==> config.mk <==
export PLATFORM = sky130hd
export DESIGN_NAME = i2f_cast_top
export DESIGN_NICKNAME = d
export VERILOG_FILES = /design/src/rtl/fp_format_pkg.sv /design/src/rtl/cast_pipe_pkg.sv /design/src/rtl/pipe_if.sv /design/src/rtl/i2f_cast_top.sv /design/src/rtl/fp_rounder.sv /design/src/rtl/int_normalizer.sv /design/src/rtl/pipe_stage.sv
export SDC_FILE = /design/constraint.sdc
export NUM_CORES = 1
export LEC_CHECK = 0
export ABC_AREA = 1
export BUFFER_PORTS_ARGS = -buffer_cell sky130_fd_sc_hd__buf_2
export CAP_MARGIN = 20
export CORE_MARGIN = 1.5
export CORE_UTILIZATION = 46
export CTS_CLUSTER_DIAMETER = 30
export DETAILED_ROUTE_END_ITERATION = 7
export GPL_ROUTABILITY_DRIVEN = 0
export PLACE_DENSITY = 0.66
export SLEW_MARGIN = 20
export SYNTH_ARGS = -nofsm -noshare
export SYNTH_HDL_FRONTEND = slang
export SYNTH_SLANG_ARGS = --single-unit
==> constraint.sdc <==
create_clock -name clk_i -period 4.5 [get_ports clk_i]
set_input_delay 0.45 -clock clk_i [delete_from_list [all_inputs] [get_ports clk_i]]
set_output_delay 0.45 -clock clk_i [all_outputs]
set_load 0.01 [all_outputs]
==> src/rtl/fp_format_pkg.sv <==
/*
 * Format constants for the int32 to binary32 conversion
 * Field widths, exponent bias and the supported rounding modes
 */
`default_nettype none

package fp_format_pkg;

  // --------------------
  // Integer source
  // --------------------
  localparam int unsigned INT_WIDTH = 32;      // One machine word
  localparam int unsigned LZC_WIDTH = 5;       // Enough to count 0..31 leading zeros

  // --------------------
  // Binary32 destination
  // --------------------
  localparam int unsigned FP_WIDTH = 32;       // Sign + exponent + mantissa
  localparam int unsigned EXP_BITS = 8;        // Biased exponent field
  localparam int unsigned MAN_BITS = 23;       // Stored fraction, hidden bit not included
  localparam int unsigned EXP_BIAS = 127;      // 2**(EXP_BITS-1) - 1

  // --------------------
  // Rounding modes
  // --------------------
  // Encodings follow the RISC-V frm field, RMM and DYN left out
  typedef enum logic [2:0] {
    RNE = 3'b000,  // Nearest, ties to even
    RTZ = 3'b001,  // Toward zero, plain truncation
    RDN = 3'b010,  // Toward minus infinity
    RUP = 3'b011   // Toward plus infinity
  } roundmode_e;

endpackage

`default_nettype wire
==> src/rtl/cast_pipe_pkg.sv <==
/*
 * Payload types passed between the conversion pipeline sections
 */
`default_nettype none

package cast_pipe_pkg;

  // Normalized operand, leaves the normalizer and feeds the rounder
  typedef struct packed {
    logic                                  sign;      // 1 for negative signed input
    logic [fp_format_pkg::EXP_BITS-1:0]    exponent;  // Already biased
    logic [fp_format_pkg::INT_WIDTH-1:0]   mantissa;  // Leading one sits in the MSB
    logic                                  is_zero;   // Magnitude was all zeros
    fp_format_pkg::roundmode_e             rnd_mode;  // Travels with the operand
  } norm_payload_t;                                   // 45 bits in total

  // Finished binary32 result plus its single status bit
  typedef struct packed {
    logic [fp_format_pkg::FP_WIDTH-1:0] value;
    logic                               inexact;      // Round or sticky bit was set
  } result_payload_t;

endpackage

`default_nettype wire

==> src/rtl/pipe_if.sv <==
/*
 * One valid/ready link with a typed payload and a tag
 */
`default_nettype none

interface pipe_if #(
  parameter type         PayloadType = logic,
  parameter int unsigned TagWidth    = 4
) ();

  logic                valid;    // Item present on the link
  logic                ready;    // Receiver accepts this cycle
  PayloadType          payload;  // Held stable while valid && !ready
  logic [TagWidth-1:0] tag;      // Caller's tag, never touched by the datapath

  // Producer side
  modport src (output valid, payload, tag, input ready);
  // Consumer side
  modport dst (input valid, payload, tag, output ready);

endinterface

`default_nettype wire

==> src/rtl/i2f_cast_top.sv <==
/*
 * Int32 to binary32 conversion unit with valid/ready pipeline
 * Registers after normalization and after rounding, flush and busy
 */
`default_nettype none

module i2f_cast_top #(
  parameter int unsigned TagWidth   = 4,
  parameter int unsigned NumMidRegs = 1,   // After normalization
  parameter int unsigned NumOutRegs = 1    // After rounding
) (
  input  logic                                clk_i,
  input  logic                                rst_n_i,
  // Operation
  input  logic [fp_format_pkg::INT_WIDTH-1:0] operand_i,
  input  logic                                op_mod_i,     // Unsigned source when set
  input  logic [2:0]                          rnd_mode_i,
  input  logic [TagWidth-1:0]                 tag_i,
  // Input handshake
  input  logic                                in_valid_i,
  output logic                                in_ready_o,
  input  logic                                flush_i,
  // Result
  output logic [fp_format_pkg::FP_WIDTH-1:0]  result_o,
  output logic                                inexact_o,
  output logic [TagWidth-1:0]                 tag_o,
  // Output handshake
  output logic                                out_valid_o,
  input  logic                                out_ready_i,
  output logic                                busy_o        // Items in flight
);

  logic mid_busy;
  logic out_busy;

  // --------------------
  // Links
  // --------------------
  pipe_if #(.PayloadType(cast_pipe_pkg::norm_payload_t), .TagWidth(TagWidth)) mid_in ();
  pipe_if #(.PayloadType(cast_pipe_pkg::norm_payload_t), .TagWidth(TagWidth)) mid_out ();
  pipe_if #(.PayloadType(cast_pipe_pkg::result_payload_t), .TagWidth(TagWidth)) out_in ();
  pipe_if #(.PayloadType(cast_pipe_pkg::result_payload_t), .TagWidth(TagWidth)) out_out ();

  // Normalize straight from the ports
  int_normalizer #(
    .TagWidth (TagWidth)
  ) u_normalizer (
    .operand_i  (operand_i),
    .op_mod_i   (op_mod_i),
    .rnd_mode_i (fp_format_pkg::roundmode_e'(rnd_mode_i)),
    .tag_i      (tag_i),
    .in_valid_i (in_valid_i),
    .in_ready_o (in_ready_o),
    .norm       (mid_in)
  );

  pipe_stage #(
    .PayloadType (cast_pipe_pkg::norm_payload_t),
    .TagWidth    (TagWidth),
    .NumRegs     (NumMidRegs)
  ) u_mid_stage (
    .clk_i   (clk_i),
    .rst_n_i (rst_n_i),
    .flush_i (flush_i),
    .up      (mid_in),
    .down    (mid_out),
    .busy_o  (mid_busy)
  );

  fp_rounder u_rounder (
    .norm (mid_out),
    .res  (out_in)
  );

  pipe_stage #(
    .PayloadType (cast_pipe_pkg::result_payload_t),
    .TagWidth    (TagWidth),
    .NumRegs     (NumOutRegs)
  ) u_out_stage (
    .clk_i   (clk_i),
    .rst_n_i (rst_n_i),
    .flush_i (flush_i),
    .up      (out_in),
    .down    (out_out),
    .busy_o  (out_busy)
  );

  // --------------------
  // Output ports
  // --------------------
  assign out_out.ready = out_ready_i;   // Back-pressure enters here
  assign result_o      = out_out.payload.value;
  assign inexact_o     = out_out.payload.inexact;
  assign tag_o         = out_out.tag;
  assign out_valid_o   = out_out.valid;
  assign busy_o        = mid_busy | out_busy;

endmodule

`default_nettype wire

==> src/rtl/fp_rounder.sv <==
/*
 * Rounds the aligned magnitude to 24 bits and assembles binary32
 */
`default_nettype none

module fp_rounder (
  pipe_if.dst norm,  // Normalized operand in
  pipe_if.src res    // Finished result out
);

  localparam int unsigned INT_W   = fp_format_pkg::INT_WIDTH;
  localparam int unsigned MAN_W   = fp_format_pkg::MAN_BITS;
  localparam int unsigned EXP_W   = fp_format_pkg::EXP_BITS;
  localparam int unsigned RND_POS = INT_W - 2 - MAN_W;     // Bit just below the mantissa

  cast_pipe_pkg::norm_payload_t   op;
  cast_pipe_pkg::result_payload_t res_d;
  logic [MAN_W-1:0]               mantissa;
  logic                           round_bit;
  logic                           sticky_bit;
  logic                           round_up;
  logic [EXP_W+MAN_W-1:0]         abs_rounded;

  assign op = norm.payload;

  // --------------------
  // Bit extraction
  // --------------------
  // Hidden one in bit 31 is dropped here
  assign mantissa   = op.mantissa[INT_W-2 -: MAN_W];
  assign round_bit  = op.mantissa[RND_POS];
  assign sticky_bit = |op.mantissa[RND_POS-1:0];

  // --------------------
  // Rounding decision
  // --------------------
  always_comb begin : rnd_decision
    case (op.rnd_mode)
      fp_format_pkg::RNE: round_up = round_bit & (sticky_bit | mantissa[0]);  // Ties to even
      fp_format_pkg::RTZ: round_up = 1'b0;
      fp_format_pkg::RDN: round_up = op.sign & (round_bit | sticky_bit);
      fp_format_pkg::RUP: round_up = ~op.sign & (round_bit | sticky_bit);
      default:            round_up = 1'b0;    // Unused encodings truncate
    endcase
  end

  // Mantissa carry ripples into the exponent on its own
  // Largest exponent is 158 so this never reaches infinity
  assign abs_rounded = {op.exponent, mantissa} + {{(EXP_W+MAN_W-1){1'b0}}, round_up};

  // --------------------
  // Result assembly
  // --------------------
  always_comb begin
    res_d         = '0;
    res_d.value   = op.is_zero ? '0 : {op.sign, abs_rounded};  // Integer zero is +0
    res_d.inexact = round_bit | sticky_bit;
  end

  // Combinational section, handshake and tag pass through
  assign res.valid   = norm.valid;
  assign res.payload = res_d;
  assign res.tag     = norm.tag;
  assign norm.ready  = res.ready;

endmodule

`default_nettype wire

==> src/rtl/int_normalizer.sv <==
/*
 * Integer front end of the cast: magnitude, leading-zero count,
 * left alignment and biased exponent
 */
`default_nettype none

module int_normalizer #(
  parameter int unsigned TagWidth = 4
) (
  input  logic [fp_format_pkg::INT_WIDTH-1:0] operand_i,
  input  logic                                op_mod_i,    // Set for unsigned operand
  input  fp_format_pkg::roundmode_e           rnd_mode_i,
  input  logic [TagWidth-1:0]                 tag_i,
  input  logic                                in_valid_i,
  output logic                                in_ready_o,
  pipe_if.src                                 norm
);

  localparam int unsigned INT_W = fp_format_pkg::INT_WIDTH;
  localparam int unsigned LZC_W = fp_format_pkg::LZC_WIDTH;
  localparam int unsigned EXP_W = fp_format_pkg::EXP_BITS;
  // Exponent of a value whose leading one already sits in bit 31
  localparam logic [EXP_W-1:0] EXP_TOP = EXP_W'(fp_format_pkg::EXP_BIAS + INT_W - 1);

  logic                         sign;
  logic [INT_W-1:0]             magnitude;
  logic [LZC_W-1:0]             lz_cnt;
  logic [INT_W-1:0]             aligned;
  logic [EXP_W-1:0]             exponent;
  cast_pipe_pkg::norm_payload_t norm_d;

  // --------------------
  // Sign and magnitude
  // --------------------
  assign sign      = operand_i[INT_W-1] & ~op_mod_i;       // Unsigned is never negative
  assign magnitude = sign ? -operand_i : operand_i;        // -2**31 maps to 2**31 unsigned

  // Leading-zero count, highest set bit wins
  always_comb begin : lzc
    lz_cnt = '0;
    for (int i = 0; i < INT_W; i++) begin
      if (magnitude[i]) lz_cnt = LZC_W'(INT_W - 1 - i);
    end
  end

  // --------------------
  // Normalization
  // --------------------
  assign aligned  = magnitude << lz_cnt;                    // Leading one to bit 31
  assign exponent = EXP_TOP - {{(EXP_W-LZC_W){1'b0}}, lz_cnt};

  always_comb begin
    norm_d          = '0;
    norm_d.sign     = sign;
    norm_d.exponent = exponent;
    norm_d.mantissa = aligned;
    norm_d.is_zero  = (magnitude == '0);                    // Rounder forces +0
    norm_d.rnd_mode = rnd_mode_i;
  end

  // Zero-latency section, handshake passes straight through
  assign norm.valid   = in_valid_i;
  assign norm.payload = norm_d;
  assign norm.tag     = tag_i;
  assign in_ready_o   = norm.ready;

endmodule

`default_nettype wire

==> src/rtl/pipe_stage.sv <==
/*
 * Chain of elastic registers for any payload type
 * Bubbles are popped, flush drops every item held here
 */
`default_nettype none

module pipe_stage #(
  parameter type         PayloadType = logic,
  parameter int unsigned TagWidth    = 4,
  parameter int unsigned NumRegs     = 1
) (
  input  logic clk_i,
  input  logic rst_n_i,
  input  logic flush_i,   // Synchronous clear of all valid bits
  pipe_if.dst  up,
  pipe_if.src  down,
  output logic busy_o     // Some register holds a valid item
);

  // Index i is the link after i registers, index 0 is the upstream side
  PayloadType                       pipe_payload [NumRegs+1];
  logic [TagWidth-1:0]              pipe_tag     [NumRegs+1];
  logic [0:NumRegs]                 pipe_valid;
  logic [0:NumRegs]                 pipe_ready;  // Combinational, flows backward

  assign pipe_payload[0] = up.payload;
  assign pipe_tag[0]     = up.tag;
  assign pipe_valid[0]   = up.valid;
  assign up.ready        = pipe_ready[0];

  for (genvar i = 0; i < NumRegs; i++) begin : gen_regs
    PayloadType          payload_q;
    logic [TagWidth-1:0] tag_q;
    logic                valid_q;
    logic                reg_ena;

    // Advance when the next slot is ready or only holds a bubble
    assign pipe_ready[i] = pipe_ready[i+1] | ~pipe_valid[i+1];
    assign reg_ena       = pipe_ready[i] & pipe_valid[i];  // Load only real items

    always_ff @(posedge clk_i or negedge rst_n_i) begin
      if (!rst_n_i) begin
        valid_q <= 1'b0;
      end else if (flush_i) begin
        valid_q <= 1'b0;                 // Flushed items are gone
      end else if (pipe_ready[i]) begin
        valid_q <= pipe_valid[i];
      end
    end

    always_ff @(posedge clk_i) begin
      if (reg_ena) begin
        payload_q <= pipe_payload[i];
        tag_q     <= pipe_tag[i];
      end
    end

    assign pipe_payload[i+1] = payload_q;
    assign pipe_tag[i+1]     = tag_q;
    assign pipe_valid[i+1]   = valid_q;
  end

  // Downstream side of the chain
  assign pipe_ready[NumRegs] = down.ready;
  assign down.valid          = pipe_valid[NumRegs];
  assign down.payload        = pipe_payload[NumRegs];
  assign down.tag            = pipe_tag[NumRegs];

  if (NumRegs == 0) begin : gen_no_busy
    assign busy_o = 1'b0;                // Plain wire link holds nothing
  end else begin : gen_busy
    assign busy_o = |pipe_valid[1:NumRegs];
  end

endmodule

`default_nettype wire

# Word level (Yosys, flattened, before mapping)
# Index checks and enable logic that the tools add are counted.
# totals
input_bits	45
ff_bits	87
out_inout_bits	40
# op_classes
eq_ne	2
mux	38
reduce_logical	5
shifts	1
addsub	3
bitwise	15
# op_table
operator	n
$mux 5	32
$logic_not 32->1	1
$mux 32	1
$neg 32->32	1
$shl 32x5->31	1
$add 31x1->31	1
$sub 8x5->8 const A	1
$reduce_or 7->1	1
$and 1x1->1	6
$eq 3x2->1 const B	2
$or 1x1->1	5
$mux 1	4
$not 1->1	4
$reduce_bool 2->1	2
$logic_not 3->1	1
$pmux 1 s3	1

# Longest topological paths before layout
# depth
ltp_word	36
ltp_mapped	45
mapped_depth_nobuf	45

# Hierarchy
# From an unflattened synthesis, not the netlist that was laid out.
# hier_totals
hier_cells	999
area_unflattened_um2	7079.3
# modules_own_cells
mod	cells_per_inst	area_per_inst_um2	instances	seq_area_each_um2
int_normalizer	656	3234.4	1	0.0
pipe_stage at u_mid_stage	58	1535.2	1	1496.4
pipe_stage at u_out_stage	46	1174.9	1	1136.1
fp_rounder	236	1123.6	1	0.0
i2f_cast_top	3	11.3	1	0.0

# Worst setup path before layout
# OpenSTA, ideal clock, no wires.
# synth_path
path_type	register to register
start	register u_mid_stage.gen_regs[0].payload_q, in the netlist u_mid_stage.down.payload[5]
end	register u_out_stage.gen_regs[0].payload_q, in the netlist u_out_stage.down.payload[31], data pin
t_arrival_ns	3.862
required_ns	4.354
path_slack_ns	0.492
setup_ns	0.146
stages_incl_launch_ff	34
synth_period_minus_slack_ns	4.008
cell_sequence	edfxtp_1 or4_1 nor4_1 a2111oi_0 o21ba_2 ha_1 ha_1 nand2_1 nor2_1 inv_1 nor3_1 inv_1 nor3_1 inv_1 nor2_1 nand3_1 nor2_1 nand2_1 nor2_1 nand2_1 nor2_1 nand2_1 nor2_1 nand4_1 nor2_1 nand2_1 nor2_1 nand2_1 nor2_1 and3_1 inv_1 nor2_1 o21ai_0 a21oi_1
# synth_via
elab_chain_cells	5
elab_cells_between_ends	8
cone_classes	add/sub: 1; mux: 1; bitwise: 5; reduce/logical: 1
# synth_rtl
item	line	text
start: declaration	pipe_stage.sv:32	PayloadType payload_q;
start signal: assignment	pipe_stage.sv:53	payload_q <= pipe_payload[i];
$reduce_or 7->1 (*)	fp_rounder.sv:32	assign sticky_bit = |op.mantissa[RND_POS-1:0];
$or 1x1->1, on equally long branches	fp_rounder.sv:41, fp_rounder.sv:42, fp_rounder.sv:39	
$and 1x1->1, on equally long branches	fp_rounder.sv:42, fp_rounder.sv:39, fp_rounder.sv:41	
$pmux 1 s3 (*)	fp_rounder.sv:38	case (op.rnd_mode)
$add 31x1->31 (*)	fp_rounder.sv:49	assign abs_rounded = {op.exponent, mantissa} + {{(EXP_W+MAN_W-1){1'b0}}, round_up};
end signal: assignment	pipe_stage.sv:53	
end: declaration	pipe_stage.sv:32	
# Every way passes the cells marked *; elsewhere a longest branch is shown, timed or not.
# A chain may end at the register's enable or synchronous reset.

# Worst setup path in the final report
# layout_path
start	register u_mid_stage.gen_regs[0].payload_q, in the netlist u_mid_stage.down.payload[5]
end	register u_out_stage.gen_regs[0].payload_q, in the netlist u_out_stage.down.payload[30], data pin
# The elaborated chain is that of the path after synthesis.

==> results.json <==
{
  "synthesis.nets": 982,
  "placed_area_sq_um": 7390,
  "final_common_cell": "nand2_1",
  "numClockSinks": 87,
  "rsz0062_at_grt": "true",
  "grt_use_total": 0.234,
  "holdWs_ps": 275,
  "routed_wl_microns": 17300,
  "final_max_slew_viol_count": 0,
  "finalWorstSetupSlack_ps": 107,
  "drc_errors": 0,
  "vias_per_cell": 5.27,
  "area_growth_pct": 23.8,
  "dp_slack_ps": -113,
  "synthCells": 932,
  "path_max_fanout": 3,
  "grt_max_degree": 49,
  "cts.path.max_buffers": 2,
  "required_ps": 4600,
  "reg2reg_depth": 30,
  "max_cap_violations": 0,
  "finish.instance_area_sq_um": 8280,
  "ys_warn_count": 0,
  "die-height_microns": 124,
  "clk_pin_slew_worst_paths_ps": 60,
  "cts_made_buffers": 9,
  "worst_slew_margin_rel": 0.333,
  "ir_worst_vdd_v": 0.000190,
  "min_path_cells": 2,
  "num_rows": 43,
  "vias": 6581,
  "period_share": 0.976,
  "avgSynthCellArea_sq_um": 7.18,
  "first_iter_violations": 492,
  "outcome": "completed",
  "critPathArrivalTime_ps": 4490,
  "synth-seq-cells": 87,
  "synth_edf_count": 85,
  "die_w_microns": 124,
  "period_minus_slack_ps": 4390,
  "antenna_found_initial": 0,
  "routedWlPerCell_microns": 13.9,
  "final_cell_mix": "232 x nand2_1, 191 x nand3_1, 114 x inv_1",
  "hold_viol_final": 0,
  "slowest_delay_ps": 320,
  "cp-start-kind": "flop",
  "start_util": 0.477,
  "h-tree-depth": 3,
  "diodes": 0,
  "cp_slowest_cell": "edfxtp_1",
  "num-nets-final": 1114,
  "async_reset_ff_frac": 0.0230,
  "gr-total-overflow": 0,
  "p_per_area_nw_per_um2": 314,
  "crit_cells": 30,
  "clock_latency_ps": 340,
  "endpoint_kind": "flop",
  "first_pass_iters": 5,
  "synth_area_sq_um": 6690,
  "io_pins": 85,
  "cts-root-buf": "clkbuf_16",
  "core_area_sq_um": 14000,
  "dp_hpwl_microns": 12100,
  "skew_ps": 11.3,
  "path_class": "flop to flop",
  "grt_pass1_wl_microns": 28000,
  "cts_tree": "built",
  "synth-main-ff-cell": "edfxtp_1",
  "p_leak_uw": 0.00390,
  "die_area_sq_um": 15300,
  "drive_gt1_frac": 0.254,
  "grt_pass1_vias": 6025,
  "ys_types": 48,
  "tightest_slew_ps": 999,
  "numPortBuffers": 84,
  "ant_nets": 0,
  "clock.fmax_mhz": 228,
  "setup_violations": 0,
  "seq_area_frac_synth": 0.389,
  "crit_buf_inv": 4,
  "hp-class": "primary input to flop",
  "crit_family": "simple AND/OR/NAND/NOR gates"
}
-- repair_timing --
action,4_1_cts,5_1_grt
pin swaps,17,36
setup buffers,38,11
endpoints found under the hold margin,2,0
resized for setup,18,59
endpoints found under the setup margin,1,12
hold buffers,1,0
-- routing by layer --
layer,up-vias,global-route usage,wire [microns]
met5,-,0,0
met3,42,0.0307,697
li1,3352,-,-
met4,0,0.0819,453
met2,190,0.412,8830
met1,2997,0.295,7350
-- logic make-up after synthesis --
logic type	synth area share
AND/OR/NAND/NOR	0.409
buffers and inverters	0.109
flip-flops	0.389
AO/OA/AOI/OAI	0.0554
XOR/XNOR	0.0275
adder cells (fa/ha/maj)	0.00935
-- worst paths after layout --
path                                              from                           end  slack [ps]
setup / recovery           u_mid_stage.down.payload[5]  u_out_stage.down.payload[30]         110
hold / removal                                 flush_i            u_out_stage.busy_o         270
setup reg to reg           u_mid_stage.down.payload[5]  u_out_stage.down.payload[30]         110
hold reg to reg                u_mid_stage.down.tag[0]       u_out_stage.down.tag[0]         420
max in group asynchronous                      rst_n_i            u_mid_stage.busy_o        3960
min in group asynchronous                      rst_n_i            u_out_stage.busy_o         440
-- synthesized netlist by cell type, drive strengths merged, types with 6 or more instances --
library cell | number | share of area
o21ai | 19 | 0.014
nand3 | 201 | 0.15
inv | 134 | 0.076
nor2 | 85 | 0.051
edfxtp | 85 | 0.38
nand2 | 244 | 0.14
nand4 | 11 | 0.012
nor3 | 27 | 0.030
xor2 | 20 | 0.026
nor4 | 6 | 0.0056
clkbuf | 6 | 0.0034
buf | 31 | 0.030
a21oi | 28 | 0.023
-- where the power goes --
group	switching [uW]	internal, uW	leakage [uW]
clock network	298	373	0.000124
registers	55.4	1020	0.000841
logic	568	294	0.00293
-- area by class of cell --
class	instances	area (sq um)
clock inverter	5	32.5
sequential	87	2600
tap	180	225
multi-input combinational	674	3630
timing repair buffer	158	1050
fill	1269	5760
inverter	134	505
clock buffer	11	233
-- flip-flops by register name, indices dropped and copies added, names as in the netlist --
register,count
u_out_stage.busy_o,1
u_out_stage.down.tag,4
u_out_stage.down.payload,33
u_mid_stage.down.payload,44
u_mid_stage.busy_o,1
u_mid_stage.down.tag,4
-- per-stage QoR --
step                setup TNS (ps)  total power (uW)  utilization  cells
floorplan                        0              1670            -    932
global placement             -19.3              1880        0.526   1190
detailed placement            -113              1880        0.526   1190
CTS                           -302              2560        0.571   1245
global route                  -715              2780        0.590   1249
finish                           0              2600        0.590   1249
No activity file was read; power rests on OpenSTA's default activity.
